===== config.mk =====
export PLATFORM = sky130hd
export DESIGN_NAME = tx_frame_reader
export DESIGN_NICKNAME = d
export VERILOG_FILES = /design/src/hw/eth_tx_pkg.sv /design/src/hw/tx_frame_reader.sv
export SDC_FILE = /design/constraint.sdc
export NUM_CORES = 1
export LEC_CHECK = 0
export ABC_AREA = 1
export BUFFER_PORTS_ARGS = -buffer_cell sky130_fd_sc_hd__buf_4
export CAP_MARGIN = 20
export CORE_ASPECT_RATIO = 0.7
export CORE_MARGIN = 2
export CORE_UTILIZATION = 32
export CTS_BUF_LIST = sky130_fd_sc_hd__clkbuf_2 sky130_fd_sc_hd__clkbuf_4 sky130_fd_sc_hd__clkbuf_8
export DETAILED_ROUTE_END_ITERATION = 7
export GPL_ROUTABILITY_DRIVEN = 1
export PLACE_DENSITY = 0.6
export SYNTH_ARGS = -nofsm -noshare
export SYNTH_HDL_FRONTEND = slang
export SYNTH_SLANG_ARGS = --single-unit

===== constraint.sdc =====
create_clock -name mac_tx_clk -period 4.6 [get_ports mac_tx_clk]
set_input_delay 0.46 -clock mac_tx_clk [delete_from_list [all_inputs] [get_ports mac_tx_clk]]
set_output_delay 0.46 -clock mac_tx_clk [all_outputs]
set_load 0.03 [all_outputs]

===== src/hw/eth_tx_pkg.sv =====
package eth_tx_pkg;

	////////////////////
	// Field widths
	////////////////////

	// MAC address
	localparam int mac_w = 48;

	// Ethertype field
	localparam int ethertype_w = 16;

	// Payload byte count, wide enough for jumbo frames
	localparam int frame_len_w = 14;

	// Header FIFO word is {length, ethertype, dst MAC}
	localparam int header_w = frame_len_w + ethertype_w + mac_w;

	// Free payload words required before a frame is admitted
	localparam int min_frame_words = 8;

	////////////////////
	// Payload word
	////////////////////

	// One 32-bit FIFO word, seen whole or as bytes
	// Byte 0 is the most significant and goes out first
	typedef union packed {
		logic [31:0]     word;
		logic [0:3][7:0] bytes;
	} payload_word_t;

endpackage


===== src/hw/tx_frame_reader.sv =====
module tx_frame_reader #(
	parameter int packet_depth = 8192,
	parameter int header_depth = 512
) (
	input  logic                              mac_tx_clk,
	input  logic                              arst_n,
	input  logic [eth_tx_pkg::mac_w-1:0]      our_mac_address,
	input  logic                              mac_tx_ready,
	input  logic [$clog2(header_depth):0]     hdr_rd_count,
	input  logic [eth_tx_pkg::header_w-1:0]   hdr_rd_data,
	input  logic [$clog2(packet_depth):0]     pkt_rd_committed,
	input  eth_tx_pkg::payload_word_t         pkt_rd_data,
	output logic                              hdr_rd_en,
	output logic                              pkt_rd_en,
	output logic [$clog2(packet_depth)-1:0]   pkt_rd_offset,
	output logic                              pkt_pop,
	output logic [$clog2(packet_depth):0]     pkt_pop_words,
	output logic                              mac_tx_start,
	output logic                              mac_tx_data_valid,
	output logic [7:0]                        mac_tx_data
);

	localparam int ptr_w   = $clog2(packet_depth) + 1;
	localparam int len_w   = eth_tx_pkg::frame_len_w;
	localparam int shift_w = 2 * eth_tx_pkg::mac_w + eth_tx_pkg::ethertype_w;

	logic                 tx_active;
	// 0..13 header, 14..17 payload bytes, 18 pop
	logic [4:0]           tx_count;
	logic [len_w-1:0]     tx_bytes_left;
	logic                 hdr_rd_en_ff;
	// Dst MAC, our MAC and ethertype, shifted out MSB first
	logic [shift_w-1:0]   hdr_shift;
	logic [len_w-1:0]     hdr_len;
	logic [1:0]           byte_sel;

	assign hdr_len  = hdr_rd_data[eth_tx_pkg::header_w-1 -: len_w];
	// Payload states 14..17 map to bytes 0..3
	assign byte_sel = tx_count[1:0] + 2'd2;

	////////////////////
	// Control
	////////////////////

	always_ff @(posedge mac_tx_clk or negedge arst_n) begin
		if (!arst_n) begin
			tx_active         <= 1'b0;
			tx_count          <= '0;
			tx_bytes_left     <= '0;
			hdr_rd_en         <= 1'b0;
			hdr_rd_en_ff      <= 1'b0;
			pkt_rd_en         <= 1'b0;
			pkt_rd_offset     <= '0;
			pkt_pop           <= 1'b0;
			pkt_pop_words     <= '0;
			mac_tx_start      <= 1'b0;
			mac_tx_data_valid <= 1'b0;
		end else begin
			hdr_rd_en         <= 1'b0;
			pkt_rd_en         <= 1'b0;
			pkt_pop           <= 1'b0;
			mac_tx_start      <= 1'b0;
			mac_tx_data_valid <= 1'b0;
			hdr_rd_en_ff      <= hdr_rd_en;

			if (!tx_active) begin
				// Pop cycle, committed count is stale
				if (pkt_pop) begin
				end else if (hdr_rd_en_ff) begin
					// Header word is out, start the frame
					tx_active     <= 1'b1;
					tx_count      <= '0;
					mac_tx_start  <= 1'b1;
					tx_bytes_left <= hdr_len;
					// Round the frame up to whole words
					pkt_pop_words <= ptr_w'(hdr_len[len_w-1:2]) + ptr_w'(|hdr_len[1:0]);
				end else if (!hdr_rd_en && hdr_rd_count != 0 && pkt_rd_committed != 0
						&& mac_tx_ready) begin
					hdr_rd_en <= 1'b1;
				end
			end else if (tx_count < 5'd14) begin
				mac_tx_data_valid <= 1'b1;
				tx_count          <= tx_count + 1'b1;
				// First payload word lands in time for state 14
				if (tx_count == 5'd11) begin
					pkt_rd_en     <= 1'b1;
					pkt_rd_offset <= '0;
				end
			end else if (tx_count == 5'd18) begin
				pkt_pop   <= 1'b1;
				tx_active <= 1'b0;
				tx_count  <= '0;
			end else begin
				mac_tx_data_valid <= 1'b1;
				// Prefetch next word when bytes remain past this one
				if (tx_count == 5'd16 && tx_bytes_left >= 5) begin
					pkt_rd_en     <= 1'b1;
					pkt_rd_offset <= pkt_rd_offset + 1'b1;
				end
				// Last byte of the frame just went out
				if (tx_bytes_left <= len_w'(byte_sel) + 1'b1) begin
					tx_count <= 5'd18;
				end else if (tx_count == 5'd17) begin
					tx_count      <= 5'd14;
					tx_bytes_left <= tx_bytes_left - len_w'(4);
				end else begin
					tx_count <= tx_count + 1'b1;
				end
			end
		end
	end

	////////////////////
	// Byte datapath
	////////////////////

	always_ff @(posedge mac_tx_clk) begin
		if (!tx_active && hdr_rd_en_ff) begin
			hdr_shift <= {hdr_rd_data[eth_tx_pkg::mac_w-1:0], our_mac_address,
				hdr_rd_data[eth_tx_pkg::mac_w +: eth_tx_pkg::ethertype_w]};
		end else if (tx_active && tx_count < 5'd14) begin
			mac_tx_data <= hdr_shift[shift_w-1 -: 8];
			hdr_shift   <= hdr_shift << 8;
		end else if (tx_active && tx_count != 5'd18) begin
			mac_tx_data <= pkt_rd_data.bytes[byte_sel];
		end
	end

endmodule


==> metrics.yaml, run 1 <==
clk_latency_ps: 470
timing.fmax_mhz: 347
grt_remaining_overflow: 0
worst_path_dominant_cell_family: "simple AND/OR/NAND/NOR gates"
final_cells: 1606
die_w_um: 200
cp.required_ps: 4970
cp.arrival_ps: 3260
fin_nets: 1425
synth.area.top_cells: "edfxtp_1, nand2_1, dfrtp_1"
synth_top_area_cell: "edfxtp_1"
status: "finished, final reports clean"
r2r-start: "tx_count[0]"
wl_met1_mm: 11.0
rsz0062_at_grt: "no"
area_growth_syn_to_layout_pct: 27.7
ys_seq_area_share_pct: 56.9
dr_wl_met3_mm: 1.63
cts_tree: "done"
antenna_found_initial: 1
vias_per_cell: 4.50
slew_viol_final: 0
met2WireLength_mm: 10.1
top_layer_used: "met4"
num_rows: 50
slew_headroom_pct: 30.0
numClockSinks: 172
hold_buffers: 0
crit_fanout: 21
placed_area_um2: 10600
clockBufferDepth: 2
synth_seq_cells: 172
ant_nets: 0
syn_inst: 1023
finalCriticalPeriod_ps: 2880
grtUsageTotal_pct: 16.4
initial_core_util_pct: 32.4
hold_viol_final: 0
root_buffer: "clkbuf_8"
cp-end-kind: "flip-flop"
reg2reg_depth: 13
cp_cell_sequence: "inv_1 > ha_1 > ha_1 > nand2_1 > nand2_1 > nand2_1 > nand2_1 > nand2_1 > nand2_1 > nand2_1 > nand2_2 > nand3_1 > nand2_1"
grt_pass1_wl_mm: 36.6
fin_crit_sh_pct: 62.7
drt_iter0_markers: 526
dp_hpwl_mm: 16.7
clkSlewWorstSetupHoldPaths_ps: 100
path_buf_inv: 1
hold_path.class: "input port to asynchronous set/reset pin"
htreeDepth: 4
cp-start-kind: "flip-flop"
grt_start_max_net_pins: 104
skew_ps: 17.5
cp_common_cell: "nand2_1"
worst_slew_pin_slew_ps: 1050
io_buffers: 223
cts_setup_buffers: 0
post_drt_wl_per_cell_um: 14.4
syn_area_um2: 8620
ir_worst_vdd_uv: 265
grt_pass1_vias: 6984
layout_setup_ws_ps: 1720
tns_ps: 0
numCtsBuffers: 17
r2r-end: "tx_bytes_left[9]"
die_y_um: 141
final_cell_area_um2: 11000
syn_avg_cell_area_um2: 8.43
drive_gt1_share_pct: 22.6
r2r_setup_slack_ps: 1720
dp.cells: 1573
max_cap_viol_count: 0
synthesis.nets: 1220
worstSetupPathType: "flip-flop to flip-flop"
power.density_nw_per_um2: 617
final_cell_mix: "nand2_1, buf_4, edfxtp_1, nor2_1, inv_1"
fill_cells: 2662
drt_pass1_iterations: 7
dp_slack_ps: 1710
ys_types: 36
remaining_drc_errors: 0
synth_top_area_share_pct: 41.8
ctsResizeCount: 0
die_area_um2: 28300
finalSetupViolCount: 0
crit_path_max_incr_delay_ps: 760
gp_congestion: 0.877
ys_warn_count: 0
vias: 7219
p_leak_uw: 0.00527
ioPinCount: 225
final_common_cell: "nand2_1"
core_area_um2: 26600
cp_slowest_cell: "dfrtp_1"
wirelength_mm: 23.1
[logic make-up (layout without fill, tap and decap cells)]
logic type	count (synthesis)	after routing	synth area share (%)
other	1	2	0.0435
AO/OA/AOI/OAI	57	57	3.59
AND/OR/NAND/NOR	662	662	31.0
XOR/XNOR	15	15	1.52
adder cells (fa/ha/maj)	12	12	1.74
buffers and inverters	104	322	5.23
flip-flops	172	172	56.9
[cell type report]
type	instances	area, um2	share of cell area (%)
Multi-Input combinational cell	747	3270	29.7
Tap cell	364	455	4.14
Timing Repair Buffer	228	1720	15.7
Sequential cell	172	4900	44.6
Clock buffer	17	234	2.13
Clock inverter	15	176	1.60
Antenna cell	1	2.50	0.0227
Inverter	62	234	2.13
[routing by layer]
| metal | global-route usage (%) | vias up |
|---|---|---|
| li1 | - | 3683 |
| met1 | 23.1 | 3305 |
| met2 | 24.3 | 210 |
| met3 | 5.19 | 21 |
| met4 | 4.91 | 0 |
| met5 | 0 | - |
[worst max-delay path by stage]
stage | startpoint | to | slack (ps) | depth (start not counted)
final | tx_count[0] | tx_bytes_left[9] | 1720 | 13
after detailed placement | tx_count[0] | tx_bytes_left[9] | 1710 | 13
after global placement | tx_count[0] | tx_bytes_left[12] | 1850 | 13
after floorplan | tx_count[2] | hdr_shift[0] | 740 | 6
after CTS | tx_count[0] | tx_bytes_left[9] | 1690 | 13
after global routing | tx_count[0] | tx_bytes_left[13] | 1360 | 13
[per-stage QoR]
stage | power, uW | hold WS, ps | utilization [%]
CTS | 6850 | 23.2 | 41.4
finish | 6780 | 28.6 | 41.4
detailed placement | 5700 | 395 | 39.8
global route | 7320 | 49.2 | 41.4
floorplan | 4920 | 164 | -
global placement | 5650 | 393 | 39.8
[sequential cells by signal, summed over array words and instances, names as in the netlist, 5 cells and up]
name           flops
pkt_pop_words     13
mac_tx_data        8
pkt_rd_offset     13
hdr_shift        112
tx_count           5
tx_bytes_left     14
[power by group]
group / switching [uW] / internal [uW] / total (uW) / leakage (uW)
clock: 628 / 505 / 1130 / 0.000204
combinational: 1680 / 842 / 2530 / 0.00319
sequential: 373 / 2750 / 3130 / 0.00187
total: 2680 / 4100 / 6780 / 0.00527
[synthesized netlist by cell type, drive strengths merged]
library cell / n
xor2: 11
clkbuf: 12
xnor2: 4
nand2: 489
nand4: 6
inv: 60
dfrtp: 52
nor2: 100
nor3: 4
o41ai: 1
o21bai: 1
edfxtp: 120
o22ai: 1
nand3: 54
ha: 12
or2: 1
nor4: 5
buf: 30
a22oi: 1
nand3b: 3
a21oi: 6
clkinv: 2
a31oi: 9
o211ai: 1
conb: 1
o21ai: 37
Power figures use the tool's default switching activity.
==> run 2, diff against run 1 <==
--- a/config.mk
+++ b/config.mk
@@ -5,7 +5,7 @@
 export SDC_FILE = /design/constraint.sdc
 export NUM_CORES = 1
 export LEC_CHECK = 0
-export ABC_AREA = 1
+export ABC_AREA = 0
 export BUFFER_PORTS_ARGS = -buffer_cell sky130_fd_sc_hd__buf_4
 export CAP_MARGIN = 20
 export CORE_ASPECT_RATIO = 0.7
==> constraint.sdc (replaced) <==
create_clock -name mac_tx_clk -period 2.7 [get_ports mac_tx_clk]
set_input_delay 0.27 -clock mac_tx_clk [delete_from_list [all_inputs] [get_ports mac_tx_clk]]
set_output_delay 0.27 -clock mac_tx_clk [all_outputs]
set_load 0.03 [all_outputs]
==> run 2 against run 1 <==
Effect of this change:
- synthesized cell count fell by 19%
- highest routed layer unchanged
- cell count is 13% lower
- die area decreased by 3.9%
- non-clock buffer count up 15
- hold slack gained 30 ps
- first-iteration DRC count shrank 38%
- total power grew 64%
==> metrics.yaml, run 2 <==
vias_per_cell: 4.71
final_cell_mix: "nand2_1, buf_4, edfxtp_1, dfrtp_1, o21ai_0"
syn_inst: 831
syn_avg_cell_area_um2: 9.96
finalSetupViolCount: 0
slew_headroom_pct: 53.2
synthArstFlopShare_pct: 30.2
synth_seq_cells: 172
top_regs: "hdr_shift x112, tx_bytes_left x14"
dp_hpwl_mm: 15.0
area_growth_syn_to_layout_pct: 30.9
core_area_um2: 25600
ys_types: 64
hold_path.class: "input port to flip-flop"
slew_viol_final: 0
ir_worst_vdd_uv: 334
num_rows: 49
synth.area.top_cells: "edfxtp_1, nand2_1, dfrtp_1"
grt_pass1_wl_mm: 33.9
final_cell_area_um2: 10800
root_buffer: "clkbuf_8"
placed_area_um2: 10400
power.density_nw_per_um2: 1030
synthesis.nets: 1028
synth_common_cells: "nand2_1, edfxtp_1, dfrtp_1"
grt_pass1_vias: 6512
grtUsageTotal_pct: 15.8
max_cap_viol_count: 0
ioPinCount: 225
tns_ps: 0
drt_iter0_markers: 324
status: "finished, final reports clean"
gp_congestion: 0.842
grt_start_max_net_pins: 113
cp.arrival_ps: 2860
p_leak_uw: 0.00491
worstSetupPathType: "flip-flop to flip-flop"
cts_tree: "done"
drive_gt1_share_pct: 29.0
htreeDepth: 4
post_drt_wl_per_cell_um: 15.2
ys.flop_type: "edfxtp_1"
clockBufferDepth: 2
vias: 6560
ys_seq_area_share_pct: 59.3
antenna_found_initial: 0
io_buffers: 223
fin_nets: 1246
crit_fanout: 3
antenna_cells: 0
cp.required_ps: 3060
rsz0062_at_grt: "no"
top_register: "hdr_shift"
drt_pass1_iterations: 4
cp-start-kind: "flip-flop"
timing.fmax_mhz: 399
wirelength_mm: 21.1
synth_top_area_cell: "edfxtp_1"
hold_viol_final: 0
worst_slew_pin_slew_ps: 702
final_common_cell: "nand2_1"
fin_crit_sh_pct: 92.8
synth_top_area_share_pct: 43.6
initial_core_util_pct: 32.4
syn_area_um2: 8270
clk_latency_ps: 460
ys_warn_count: 0
die_y_um: 139
die_area_um2: 27200
hold_ws_ps: 58.7
cp-end-kind: "flip-flop"
clkSlewWorstSetupHoldPaths_ps: 100
yosysMostFrequentCell: "nand2_1"
numCtsBuffers: 17
power_uw: 11100
numClockSinks: 172
largest_reg_flops: 112
grt_remaining_overflow: 0
cts_setup_buffers: 0
synth_edf_count: 120
skew_ps: 17.8
remaining_drc_errors: 0
die_w_um: 196
finalCriticalPeriod_ps: 2510
ant_nets: 0
run 2: cell count changes in the layout (fill, tap and decap cells not counted), sizes merged, moves of 5 or more:
cell   before  now
a21oi       6   14
and2        0    9
and3        0    9
buf       228  242
inv        69   19
mux2        0    8
mux4        0    8
nand2     489  359
nand3      54   24
nor2      100   26
o31ai       0    8
xor2       11    6
run 2: logic make-up (layout without fill, tap and decap cells):
family	after synthesis	count (layout)	share of synthesized area, %
multiplexers	19	19	3.63
flip-flops	172	172	59.3
AO/OA/AOI/OAI	96	96	7.76
adder cells (fa/ha/maj)	12	12	1.81
AND/OR/NAND/NOR	462	462	23.4
XOR/XNOR	10	10	1.06
other	1	1	0.0453
buffers and inverters	59	290	2.98
run 2: final cells by class:
| class | instances | area (um2) |
|---|---|---|
| Clock inverter | 15 | 163 |
| Tap cell | 331 | 414 |
| Multi-Input combinational cell | 600 | 3140 |
| Fill cell | 2511 | 14700 |
| Timing Repair Buffer | 243 | 1910 |
| Sequential cell | 172 | 4900 |
| Inverter | 15 | 56.3 |
| Clock buffer | 17 | 234 |
run 2: worst max-delay path, cell delays in order (launching register included):
cell       delay, ps
dfrtp_1          380
inv_1            120
ha_1             210
inv_1             50
ha_1             280
nand3_1           80
o21ai_0          110
or2_2            310
a2111oi_2        430
a211oi_1         150
a311oi_1         300
run 2: power breakdown:
| part | total (uW) | internal, uW | switching (uW) |
|---|---|---|---|
| Sequential | 5130 | 4620 | 503 |
| Combinational | 4140 | 1660 | 2480 |
| Clock | 1840 | 835 | 1010 |
run 2: what timing repair did:
| item | 4_1_cts | 5_1_grt |
|---|---|---|
| setup endpoints to repair | 0 | 0 |
| hold buffers | 1 | 0 |
| resized for setup | 0 | 0 |
| endpoints found under the hold margin | 52 | 0 |
run 2: path summary, 6_finish.rpt:
check                      slack (ps)            start                 to  cells after the start
min in group asynchronous         390           arst_n   pkt_pop_words[6]                      2
setup reg to reg                  190      tx_count[1]  tx_bytes_left[13]                     10
hold reg to reg                   490        hdr_rd_en       hdr_rd_en_ff                      0
hold / removal                     60  hdr_rd_data[65]   tx_bytes_left[1]                      3
setup / recovery                  190      tx_count[1]  tx_bytes_left[13]                     10
max in group asynchronous        1820           arst_n  pkt_rd_offset[12]                      2
run 2: per-layer routing:
metal	global-route usage, %	routed length [um]	vias to the layer above
met4	3.59	174	0
met2	23.4	9300	212
met3	5.27	1620	13
li1	-	-	3286
met1	22.6	10000	3049
met5	0	0	-
run 2: through the flow:
| step | setup WS, ps | std cells | utilization (%) |
|---|---|---|---|
| after floorplan | 32.2 | 831 | - |
| after global placement | 326 | 1359 | 40.6 |
| after detailed placement | 183 | 1359 | 40.6 |
| after CTS | 203 | 1392 | 42.2 |
| after global routing | 5.29 | 1393 | 42.3 |
| final | 194 | 1393 | 42.3 |
