### src/hw/eth_tx_pkg.sv
package eth_tx_pkg;

	////////////////////
	// Field widths
	////////////////////

	// MAC address
	localparam int mac_w = 48;

	// Ethertype field
	localparam int ethertype_w = 16;

	// Payload byte count, wide enough for jumbo frames
	localparam int frame_len_w = 14;

	// Header FIFO word is {length, ethertype, dst MAC}
	localparam int header_w = frame_len_w + ethertype_w + mac_w;

	// Free payload words required before a frame is admitted
	localparam int min_frame_words = 8;

	////////////////////
	// Payload word
	////////////////////

	// One 32-bit FIFO word, seen whole or as bytes
	// Byte 0 is the most significant and goes out first
	typedef union packed {
		logic [31:0]     word;
		logic [0:3][7:0] bytes;
	} payload_word_t;

endpackage

### src/hw/tx_l2_writer.sv
module tx_l2_writer #(
	parameter int packet_depth = 8192,
	parameter int header_depth = 512
) (
	input  logic                                    mac_tx_clk,
	input  logic                                    arst_n,
	input  logic                                    tx_l2_start,
	input  logic                                    tx_l2_data_valid,
	input  logic [31:0]                             tx_l2_data,
	input  logic [2:0]                              tx_l2_bytes_valid,
	input  logic                                    tx_l2_commit,
	input  logic                                    tx_l2_drop,
	input  logic [eth_tx_pkg::ethertype_w-1:0]      tx_l2_ethertype,
	input  logic [eth_tx_pkg::mac_w-1:0]            tx_l2_dst_mac,
	input  logic [$clog2(packet_depth):0]           pkt_wr_free,
	input  logic [$clog2(header_depth):0]           hdr_wr_free,
	output logic                                    pkt_wr_en,
	output eth_tx_pkg::payload_word_t               pkt_wr_data,
	output logic                                    pkt_commit,
	output logic                                    pkt_rollback,
	output logic                                    hdr_wr_en,
	output logic [eth_tx_pkg::header_w-1:0]         hdr_wr_data
);

	// Frame in progress and accepted
	logic                               packet_active;
	// Payload bytes written so far
	logic [eth_tx_pkg::frame_len_w-1:0] byte_count;

	////////////////////
	// Control
	////////////////////

	always_ff @(posedge mac_tx_clk or negedge arst_n) begin
		if (!arst_n) begin
			packet_active <= 1'b0;
			byte_count    <= '0;
			pkt_wr_en     <= 1'b0;
			pkt_commit    <= 1'b0;
			pkt_rollback  <= 1'b0;
			hdr_wr_en     <= 1'b0;
		end else begin
			// Strobes last one cycle
			pkt_wr_en    <= 1'b0;
			pkt_commit   <= 1'b0;
			pkt_rollback <= 1'b0;
			hdr_wr_en    <= 1'b0;

			if (!packet_active) begin
				// Admit only with a header slot and a minimum frame of payload room
				// Refused frames are simply ignored until the next start
				if (tx_l2_start) begin
					byte_count <= '0;
					if (hdr_wr_free >= 1 && pkt_wr_free >= eth_tx_pkg::min_frame_words)
						packet_active <= 1'b1;
				end
			end else if (tx_l2_commit) begin
				// Payload and header become visible together
				pkt_commit    <= 1'b1;
				hdr_wr_en     <= 1'b1;
				packet_active <= 1'b0;
			end else if (tx_l2_drop) begin
				pkt_rollback  <= 1'b1;
				packet_active <= 1'b0;
			end else if (tx_l2_data_valid) begin
				// Out of room, discard the partial frame
				if (pkt_wr_free <= 1) begin
					pkt_rollback  <= 1'b1;
					packet_active <= 1'b0;
				end else begin
					pkt_wr_en  <= 1'b1;
					byte_count <= byte_count + eth_tx_pkg::frame_len_w'(tx_l2_bytes_valid);
				end
			end
		end
	end

	////////////////////
	// Data registers
	////////////////////

	always_ff @(posedge mac_tx_clk) begin
		pkt_wr_data.word <= tx_l2_data;
		// Header fields are valid during the commit pulse
		if (tx_l2_commit)
			hdr_wr_data <= {byte_count, tx_l2_ethertype, tx_l2_dst_mac};
	end

endmodule

### config.mk
export PLATFORM = sky130hd
export DESIGN_NAME = tx_l2_writer
export DESIGN_NICKNAME = d
export VERILOG_FILES = /design/src/hw/eth_tx_pkg.sv /design/src/hw/tx_l2_writer.sv
export SDC_FILE = /design/constraint.sdc
export NUM_CORES = 1
export LEC_CHECK = 0
export ABC_AREA = 1
export BUFFER_PORTS_ARGS = -buffer_cell sky130_fd_sc_hd__buf_2
export CAP_MARGIN = 20
export CORE_ASPECT_RATIO = 0.5
export CORE_UTILIZATION = 41
export CTS_CLUSTER_DIAMETER = 30
export DETAILED_ROUTE_END_ITERATION = 8
export PLACE_DENSITY = 0.76
export SETUP_SLACK_MARGIN = 0.2
export SYNTH_ARGS = -nofsm -noshare
export SYNTH_HDL_FRONTEND = slang
export SYNTH_SLANG_ARGS = --single-unit
export TNS_END_PERCENT = 30
### constraint.sdc
create_clock -name mac_tx_clk -period 2.4 [get_ports mac_tx_clk]
set_input_delay 0.12 -clock mac_tx_clk [delete_from_list [all_inputs] [get_ports mac_tx_clk]]
set_output_delay 0.12 -clock mac_tx_clk [all_outputs]
set_load 0.02 [all_outputs]
==> key figures, run 1 <==
Die
  • Die area: 10730 um2
  • CORE AREA: 9728 um2
  • Initial Utilization: 43.41%
  • Num ports: 243
  • Die width: 145.5 um
  • Rows: 25
  • Die Ht: 73.76 um

Setup path
  • Crit Path Max Fanout: 4
  • CP Buf/Inv Count: 0
  • CP arrival: 2110 ps
  • CP max-delay cell: fa_1
  • Critical Path RT: 2690 ps
  • Crit path launch type: register
  • Largest delay contributor family on the critical path: adder cells
  • Most used cell, CP: nand2_1
  • Crit path kind: register to register
  • Worst setup EP type: register
  • Worst-path cell chain: ha_1, fa_1, nand3_1, nand2_1, nand2_1, xor2_1, nor2_1, nand2_1, nand2_1
  • Crit path largest cell delay: 440 ps

STA
  • Final setup viols: 0
  • Tmin final: 1820 ps
  • Worst setup slack after layout: 579.5 ps
  • Setup Skew: 5.289 ps
  • WHS: 55.63 ps
  • Final hold vios: 0
  • Slew @ Worst Pin: 496.5 ps
  • Max-slew violation count: 0
  • Slew HR: 66.90%
  • Max Fclk: 549.3 MHz
  • RSZ-0062 raised after global routing: false
  • Setup_tns: 0 ps
  • Fin crit share: 75.85%

Clock tree
  • Clock transition at path regs: 50 ps
  • Clk sinks: 128
  • Postcts setup bufs: 0
  • Worst-case clock buffer depth: 2
  • Clock buffers created by TritonCTS: 17
  • Cts hold-fix bufs: 97
  • Root Buffer: clkbuf_16
  • CTS tree: done
  • PostCTS Resize Cnt: 0
  • H-tree lvl count: 4
  • Clock latency on the worst-skew pair: 400 ps

Finish
  • Share of cells above drive strength 1: 41.72%
  • Area of the multi-input gates: 675.6 um2
  • Area grow syn2layout: 69.01%
  • Nets: 784
  • Commonest non-fill, non-tap cell in the layout: buf_2
  • Commonest non-fill, non-tap cells in the layout: buf_2, dlygate4sd3_1, edfxtp_1
  • Register Area: 3433 um2
  • Fillcell total: 635

Hold path
  • Hold Path Class: input pin to register

Power
  • Worst VDD drop: 0.4902 mV
  • PwrDens: 794.0 nW/um2
  • Leak pwr: 3.335 nW

Routing
  • Top Layer Used: met5
  • Met1 wire length: 4.401 mm
  • Residual DRC: 0
  • Iteration-0 DRC Markers: 252
  • Via density: 4.538
  • Detailed-route via count: 3630
  • Metal3 WL: 595 um
  • Wire length on met2: 6.766 mm
  • First-pass iteration count of the detailed router: 5
  • Post-route ant nets: 0
  • Routed WL: 12.09 mm
  • DR WL/cell: 15.11 um

Global routing
  • GRT overflow: 0
  • Largest net degree at the start of global routing: 41
  • GRT Total Usage: 22.63%
  • Initial antenna violation count: 3
  • Number of global-route vias before repair: 3517
  • First-pass GRT wire length: 17.64 mm

Place
  • GP Congestion: 0.8033
  • Placement Setup Slack: 620.3 ps
  • Port Buf Inserts: 241
  • Hpwl dp: 7.451 mm

Status
  • Status: finished clean

Synth
  • #FFs+latches synth: 128
  • Sequential fraction of the synthesis area: 81.30%
  • Avg Synthesized Cell Area: 14.31 um2
  • Post-synthesis net count: 428
  • Yosys cell types: 24
  • Yosys warnings: 0
  • Mapped Area: 4223 um2
  • Synthesized instance count: 295

Run
  • Number of max-cap violations: 0
[layer usage]
| metal | GRT usage [%] | vias up |
|---|---|---|
| met3 | 6.460 | 34 |
| met4 | 11.46 | 4 |
| met2 | 43.86 | 143 |
| met1 | 22.97 | 1722 |
| li1 | - | 1727 |
| met5 | 0 | - |
[final timing paths]
kind	start	endpoint	slack (ps)	cells past startpoint
max in group asynchronous	arst_n	hdr_wr_en	1890	2
min	tx_l2_drop	packet_active	60	4
max	byte_count[0]	byte_count[8]	580	9
max reg2reg	byte_count[0]	byte_count[8]	580	9
min in group asynchronous	arst_n	byte_count[6]	210	2
min reg2reg	byte_count[0]	hdr_wr_data[64]	490	0
[power by group]
group	internal, mW	total, mW	switching [mW]
Clock	1.57	2.45	0.886
Sequential	2.49	2.55	0.0548
Combinational	0.293	0.667	0.373
Total	4.35	5.67	1.31
[sequential cells by signal, summed over array words and instances (netlist names)]
signal and count:
hdr_wr_data 78, pkt_wr_data 32, hdr_wr_en 1, pkt_rollback 1, packet_active 1, pkt_wr_en 1, byte_count 14
[final cells by class]
cell class	instances	area share (%)
Inverter	21	1.175
Sequential cell	128	48.11
Antenna cell	1	0.03506
Clock buffer	23	7.013
Clock inverter	9	1.087
Timing Repair Buffer	340	30.75
Multi-Input combinational cell	143	9.467
Tap cell	135	2.367
[synthesized netlist by cell type, drive strengths merged]
master   n  area, um2
edfxtp  78       2342
or2      2      12.52
nor3     1      5.000
nand2   71      276.5
nand3   16      80.08
dfxtp   32      640.6
nor2    27      103.9
ha       3      37.54
buf      3      30.03
o211ai   1      7.510
nand3b   1      7.510
xor2     3      26.28
xnor2    1      8.760
dfrtp   18      450.4
nand4    8      50.05
inv     21      83.83
fa       1      20.02
o21ai    8      40.04
[through the flow]
stage	cells	power (mW)	area [um2]	utilization, %
finish	800	5.667	7137	73.36
floorplan	295	2.839	4223	-
global route	800	5.849	7137	73.36
CTS	799	5.680	7134	73.34
detailed placement	670	3.119	5585	57.41
global placement	670	3.100	5585	57.41
[worst reg2reg max path, cell delays in order (launching register included)]
cell and delay [ps]:
dfrtp_1 400, ha_1 240, fa_1 440, nand3_1 110, nand2_1 130, nand2_1 100, xor2_1 150, nor2_1 50
nand2_1 60, nand2_1 40
[kinds of logic (layout without fill, tap and decap cells)]
kind of cell | count (synthesis) | after routing | synth area share (%)
compound gates | 9 | 9 | 1.126
xor+xnor | 4 | 4 | 0.8298
fa+ha+maj | 4 | 4 | 1.363
buf+inv | 24 | 393 | 2.696
flops | 128 | 128 | 81.30
other cells | 0 | 1 | 0
simple gates | 126 | 126 | 12.68
No activity file was read; power rests on OpenSTA's default activity.
==> run 2, diff against run 1 <==
- CORE_UTILIZATION: 41 -> 39
- PLACE_DENSITY: 0.76 -> 0.75
- clock period: 2.4 -> 1.52 ns (I/O delays scaled with it)
==> run 2 against run 1 <==
The flow now finishes with violations (setup timing). Via count is 0.63% lower. Clock-buffer cell count decreased by 1. Global-route usage is 0.13 points higher. Clock skew fell by 0.54 ps. Sequential power rose by 58%. Fmax increased by 10%. Flip-flop and latch count stayed put. Routed wire length grew 5.6%. Critical path type unchanged.
==> key figures, run 2 (synthesis gave the netlist of run 1 again) <==
Hold path
  • HP Start: hdr_wr_free[6]
  • Hold Path Class: input pin to register
  • Hold worst-path end: packet_active
  • Hold depth: 5 (+1)

Setup path
  • FF-to-FF End: byte_count[6]
  • R2R cell count: 9 (unchanged)
  • Largest delay contributor family on the critical path: adder cells
  • Crit Path Max Fanout: 4 (unchanged)
  • CP arrival: 1940 ps (-170 ps)
  • Reg-to-Reg Start: byte_count[0]
  • Crit path launch type: register
  • Crit path largest cell delay: 380 ps (-60 ps)
  • Worst reg2reg setup slack: -130 ps (-710 ps)
  • Crit path kind: register to register
  • CP max-delay cell: dfrtp_1
  • Critical Path RT: 1820 ps (-870 ps)
  • Setup crit start: byte_count[0]
  • Worst setup EP type: register
  • CP Buf/Inv Count: 0 (unchanged)
  • Worst-path cell chain: ha_2, fa_2, nand2_1, nand2_1, nand3_1, xor2_1, nor2_1, nand2_1, nand2_1
  • Most used cell, CP: nand2_1

Global routing
  • Met2 global-route usage: 44.13% (+0.28 points)
  • Largest net degree at the start of global routing: 80 (+95%)
  • GRT Total Usage: 22.76% (+0.13 points)
  • GRT overflow: 0 (unchanged)
  • Routing usage on met1: 24.16% (+1.2 points)
  • Number of global-route vias before repair: 3683 (+4.7%)
  • First-pass GRT wire length: 18.45 mm (+4.6%)
  • Layer carrying the most global-route usage: met2
  • Initial antenna violation count: 0 (-3)
  • M3 GR Usage: 5.449% (-1.0 points)

Status
  • Status: finished with violations
  • Failing checks: setup timing

Die
  • CORE AREA: 10380 um2 (+6.7%)
  • Die Ht: 75.58 um (+2.5%)
  • Rows: 26 (+4.0%)
  • Die width: 149.2 um (+2.5%)
  • Num ports: 243 (unchanged)
  • Initial Utilization: 40.69% (-2.7 points)
  • Die area: 11270 um2 (+5.0%)

STA
  • Tmin final: 1648 ps (-172.2 ps)
  • RSZ-0062 raised after global routing: true
  • Max-slew violation count: 0 (unchanged)
  • Max Fclk: 606.7 MHz (+10%)
  • Worst setup slack after layout: -128.3 ps (-707.8 ps)
  • Fin crit share: 108.4% (+33 points)
  • Slew HR: 70.71% (+3.8 points)
  • Slew @ Worst Pin: 439.3 ps (-57.20 ps)
  • Final setup viols: 6 (+6)
  • Final hold vios: 0 (unchanged)
  • Setup Skew: 4.748 ps (-0.5408 ps)

Clock tree
  • Clock buffers created by TritonCTS: 17 (unchanged)
  • Worst-case clock buffer depth: 2 (unchanged)
  • Clock latency on the worst-skew pair: 400 ps (about the same)
  • Root Buffer: clkbuf_16
  • CTS tree: done
  • H-tree lvl count: 4 (unchanged)
  • Clock transition at path regs: 60 ps (about the same)
  • Clk sinks: 128 (unchanged)

Run
  • Number of max-cap violations: 0 (unchanged)

Place
  • Dpl cell area: 5647 um2 (+1.1%)
  • GP Congestion: 0.8088 (+0.68%)
  • Hpwl dp: 7.560 mm (+1.5%)
  • Port Buf Inserts: 241 (unchanged)
  • Post-Place Cells: 679 (+1.3%)

Finish
  • Fillcell total: 685 (+7.9%)
  • Final Non-Filler Cells: 810 (+1.3%)
  • Register Area: 3436 um2 (about the same)
  • Commonest non-fill, non-tap cells in the layout: buf_2, dlygate4sd3_1, edfxtp_1
  • Largest register FFs: 78 (unchanged)
  • Area grow syn2layout: 75.50%
  • Post-layout instance area: 7411 um2 (+3.8%)
  • Commonest non-fill, non-tap cell in the layout: buf_2
  • Number of diodes: 0 (-1)
  • Share of cells above drive strength 1: 45.67% (+4.0 points)
  • Nets: 790 (+0.77%)
  • Area of the multi-input gates: 797.0 um2 (+18%)
  • Top reg by flops: hdr_wr_data
  • Largest regs: hdr_wr_data (78), pkt_wr_data (32), byte_count (14)

Routing
  • Routed WL: 12.77 mm (+5.6%)
  • Iteration-0 DRC Markers: 256 (+1.6%)
  • Via density: 4.453 (-1.9%)
  • DR WL/cell: 15.77 um (+4.3%)
  • First-pass iteration count of the detailed router: 4 (-1)
  • Residual DRC: 0 (unchanged)
  • Post-route ant nets: 0 (unchanged)
  • Detailed-route via count: 3607 (-0.63%)

Power
  • Leak pwr: 3.416 nW (+2.4%)
  • Clock network power share: 46.1% (+2.8 points)
  • PwrDens: 1303 nW/um2 (+64%)
  • Switching Share: 22.14% (-1.0 points)
  • Sequential Power Share: 41.6% (-3.3 points)
  • Internal power: 7.519 mW (+73%)
  • Combinational Power Share: 12.3% (+0.5 points)
  • Switching power: 2.138 mW (+63%)
  • Worst VDD drop: 0.6760 mV (+38%)
-- run 2: cell types whose count changed in the layout (fill, tap and decap cells not counted), moves of 3 or more --
| cell | previous run | this run |
|---|---|---|
| o21ai_0 | 8 | 2 |
| nand3_1 | 16 | 11 |
| bufinv_16 | 1 | 5 |
| nand3_2 | 0 | 3 |
| nor2_1 | 26 | 23 |
| nand2_2 | 1 | 7 |
| nand2_1 | 69 | 62 |
| o21ai_1 | 0 | 5 |
| ha_1 | 3 | 0 |
| buf_6 | 0 | 3 |
-- run 2: layer usage --
layer  wire [um]  share of wire (%)
met3         594                4.7
met1        4849                 38
met4         283                2.2
met5           0                  0
met2        7046                 55
-- run 2: worst max-delay path by stage --
stage | slack [ps] | cells past startpoint | endpoint
6_report | -130 | 9 | byte_count[6]
5_1_grt | -220 | 9 | byte_count[6]
4_1_cts | -80 | 9 | byte_count[8]
3_5_place_dp | -110 | 7 | byte_count[9]
3_3_place_gp | -40 | 9 | byte_count[8]
2_1_floorplan | 0.4 | 9 | byte_count[8]
-- run 2: power groups by stage --
stage	clock [mW]	combinational (mW)	sequential, mW
after floorplan	0	0.143	4.34
after global placement	0	0.870	4.06
after detailed placement	0	0.887	4.07
after CTS	4.48	1.16	4.01
after global routing	4.65	1.27	4.04
final	4.45	1.19	4.02
-- run 2: area by class of cell --
type                    count  share of cell area [%]
clock buffers              22                   6.416
clock inverters            10                   2.431
inverters                  21                   1.131
multi-input cells         143                   10.75
flip-flops and latches    128                   46.36
well taps                 140                   2.364
repair buffers            346                   30.54
-- run 2: worst min-delay path, stage by stage --
cell and delay [ps]:
buf_2 80, nor2_1 30, nand4_1 60, o211ai_1 70
o21ai_0 80
-- run 2: repair_timing --
item | in CTS | in global routing
pin swaps | 22 | 4
gates resized for setup | 22 | 11
endpoints found under the hold margin | 114 | 0
setup buffers | 2 | 0
endpoints found under the setup margin | 12 | 14
hold buffers | 97 | 0
-- run 2: through the flow --
| step | util [%] | hold slack [ps] | setup WS, ps | total power, mW | setup TNS (ps) |
|---|---|---|---|---|---|
| after floorplan | - | -219.6 | 0.4282 | 4.487 | 0 |
| after global placement | 54.41 | 36.51 | -37.04 | 4.931 | -56.17 |
| after detailed placement | 54.41 | 41.70 | -108.8 | 4.959 | -375.7 |
| after CTS | 71.06 | 14.90 | -76.41 | 9.654 | -132.4 |
| after global routing | 71.41 | 64.13 | -218.1 | 9.961 | -992.9 |
| final | 71.41 | 40.25 | -128.3 | 9.658 | -363.1 |
==> run 3, diff against run 2 <==
- REMOVE_ABC_BUFFERS: not set -> 1
==> run 3 against run 2 <==
The flow still finishes with violations (setup timing). First-iteration DRC count increased by 24%. Clock skew grew 0.86 ps. Clock power is 16% lower. Sequential power is essentially flat. Global-route usage fell by 0.62 points. Via count up 0.67%. Setup slack improved by 41 ps. Register-to-register slack improved by 40 ps. Critical path depth unchanged. Worst hold slack lost 5.2 ps. Die area is the same. Non-clock buffer count unchanged.
==> key figures, run 3 (synthesis gave the netlist of run 1 again) <==
Status
  • Failing checks: setup timing
  • Status: finished with violations

Finish
  • Number of diodes: 0 (unchanged)
  • Commonest non-fill, non-tap cells in the layout: buf_2, dlygate4sd3_1, edfxtp_1
  • Commonest non-fill, non-tap cell in the layout: buf_2
  • Largest register FFs: 78 (unchanged)
  • Top reg by flops: hdr_wr_data
  • Nets: 790 (unchanged)
  • Largest regs: hdr_wr_data (78), pkt_wr_data (32), byte_count (14)
  • Share of cells above drive strength 1: 45.52% (-0.15 points)
  • Area grow syn2layout: 73.36%
  • Layout Utilization: 70.55% (-0.87 points)

Clock tree
  • Clk sinks: 128 (unchanged)
  • Worst-case clock buffer depth: 2 (unchanged)
  • Clock latency on the worst-skew pair: 400 ps (about the same)
  • Clock transition at path regs: 60 ps (about the same)
  • Root Buffer: clkbuf_16
  • H-tree lvl count: 4 (unchanged)
  • Clock buffers created by TritonCTS: 17 (unchanged)
  • CTS tree: done

STA
  • Tmin final: 1607 ps (-41.02 ps)
  • Final setup viols: 5 (-1)
  • Final hold vios: 0 (unchanged)
  • Slew @ Worst Pin: 472.2 ps (+32.85 ps)
  • Setup Skew: 5.605 ps (+0.8564 ps)
  • Worst setup slack after layout: -87.29 ps (+41.02 ps)
  • Fin crit share: 105.7% (-2.7 points)
  • Max-slew violation count: 0 (unchanged)
  • RSZ-0062 raised after global routing: true
  • Slew HR: 68.52% (-2.2 points)
  • Max Fclk: 622.2 MHz (+2.6%)

Routing
  • Residual DRC: 0 (unchanged)
  • Detailed-route via count: 3631 (+0.67%)
  • DR WL/cell: 15.58 um (-1.2%)
  • Via density: 4.483 (+0.67%)
  • First-pass iteration count of the detailed router: 6 (+2)
  • Routed WL: 12.62 mm (-1.2%)
  • Post-route ant nets: 0 (unchanged)
  • Iteration-0 DRC Markers: 318 (+24%)

Die
  • CORE AREA: 10380 um2 (unchanged)
  • Rows: 26 (unchanged)
  • Die Ht: 75.58 um (unchanged)
  • Num ports: 243 (unchanged)
  • Die area: 11270 um2 (unchanged)
  • Die width: 149.2 um (unchanged)
  • Initial Utilization: 40.69% (unchanged)

Place
  • GP Congestion: 0.8153 (+0.80%)
  • Hpwl dp: 7.748 mm (+2.5%)
  • Port Buf Inserts: 241 (unchanged)

Setup path
  • Crit path launch type: register
  • Critical Path RT: 1820 ps (about the same)
  • Worst reg2reg setup slack: -90 ps (+40 ps)
  • R2R cell count: 9 (unchanged)
  • Reg-to-Reg Start: byte_count[0]
  • Crit Path Max Fanout: 4 (unchanged)
  • Worst setup EP type: register
  • FF-to-FF End: byte_count[8]
  • Crit path kind: register to register
  • CP arrival: 1900 ps (-40 ps)

Global routing
  • Largest net degree at the start of global routing: 80 (unchanged)
  • GRT Total Usage: 22.14% (-0.62 points)
  • GRT overflow: 0 (unchanged)
  • Initial antenna violation count: 0 (unchanged)
  • First-pass GRT wire length: 18.29 mm (-0.89%)
  • Number of global-route vias before repair: 3652 (-0.84%)

Power
  • Total power: 8.944 mW (-7.4%)
  • PwrDens: 1222 nW/um2 (-6.2%)
  • Leak pwr: 3.387 nW (-0.87%)
  • Worst VDD drop: 0.8584 mV (+27%)

Hold path
  • HP Start: hdr_wr_free[3]
  • Hold depth: 4 (-1)
  • Hold worst-path end: packet_active
  • Hold Path Class: input pin to register

Run
  • Number of max-cap violations: 0 (unchanged)
-- run 3: critical path, cell delays in order, from the launching register on --
cell and delay [ps]:
dfrtp_1 400, ha_4 180, fa_2 370, nand3_2 110, nand2_4 80, nand2_2 70
xor2_1 150, nor2_1 50, nand2_1 50, nand2_1 40
-- run 3: area by class of cell --
| type | count | area (um2) |
|---|---|---|
| flip-flops and latches | 128 | 3435 |
| fillers | 675 | 3057 |
| repair buffers | 346 | 2252 |
| multi-input cells | 143 | 812.0 |
| clock buffers | 24 | 514.2 |
| well taps | 140 | 175.2 |
| inverters | 21 | 83.83 |
| clock inverters | 8 | 48.80 |
-- run 3: stage by stage --
step	TNS (ps)	setup WS, ps	instances	hold slack [ps]	area (um2)
2_1_floorplan	-296.4	-122.7	292	-219.6	4193
3_3_place_gp	-744.8	-208.2	677	41.09	5619
3_5_place_dp	-1278	-251.6	677	49.10	5619
4_1_cts	-424.3	-119.3	810	9.698	7279
5_1_grt	-761.7	-172.4	810	37.27	7321
6_report	-238.3	-87.29	810	35.03	7321
-- run 3: timing repair --
action,CTS,global route
hold buffers,97,0
gates resized for setup,21,14
setup endpoints to repair,12,14
gates cloned,0,0
pin swaps,13,13
buffers inserted,4,0
endpoints found under the hold margin,114,0
-- run 3: where the power goes --
part / internal [mW] / total, mW / switching [mW]
Clock: 2.36 / 3.76 / 1.40
Combinational: 0.522 / 1.17 / 0.647
Sequential: 3.93 / 4.01 / 0.0796
Total: 6.81 / 8.94 / 2.13
-- run 3: per-layer routing --
metal | up-vias | global-route usage [%] | wire length (um)
met5 | - | 0 | 0
met4 | 0 | 11.22 | 293
met3 | 24 | 3.593 | 573
met2 | 137 | 42.64 | 7009
met1 | 1734 | 24.58 | 4743
li1 | 1736 | - | -
-- run 3: worst max path at each step --
stage          depth (start not counted)  slack (ps)           from       endpoint
5_1_grt                                9        -170  byte_count[0]  byte_count[8]
4_1_cts                                9        -120  byte_count[0]  byte_count[6]
6_report                               9         -90  byte_count[0]  byte_count[8]
2_1_floorplan                          9        -120  byte_count[0]  byte_count[8]
3_3_place_gp                           9        -210  byte_count[0]  byte_count[8]
3_5_place_dp                           9        -250  byte_count[0]  byte_count[8]
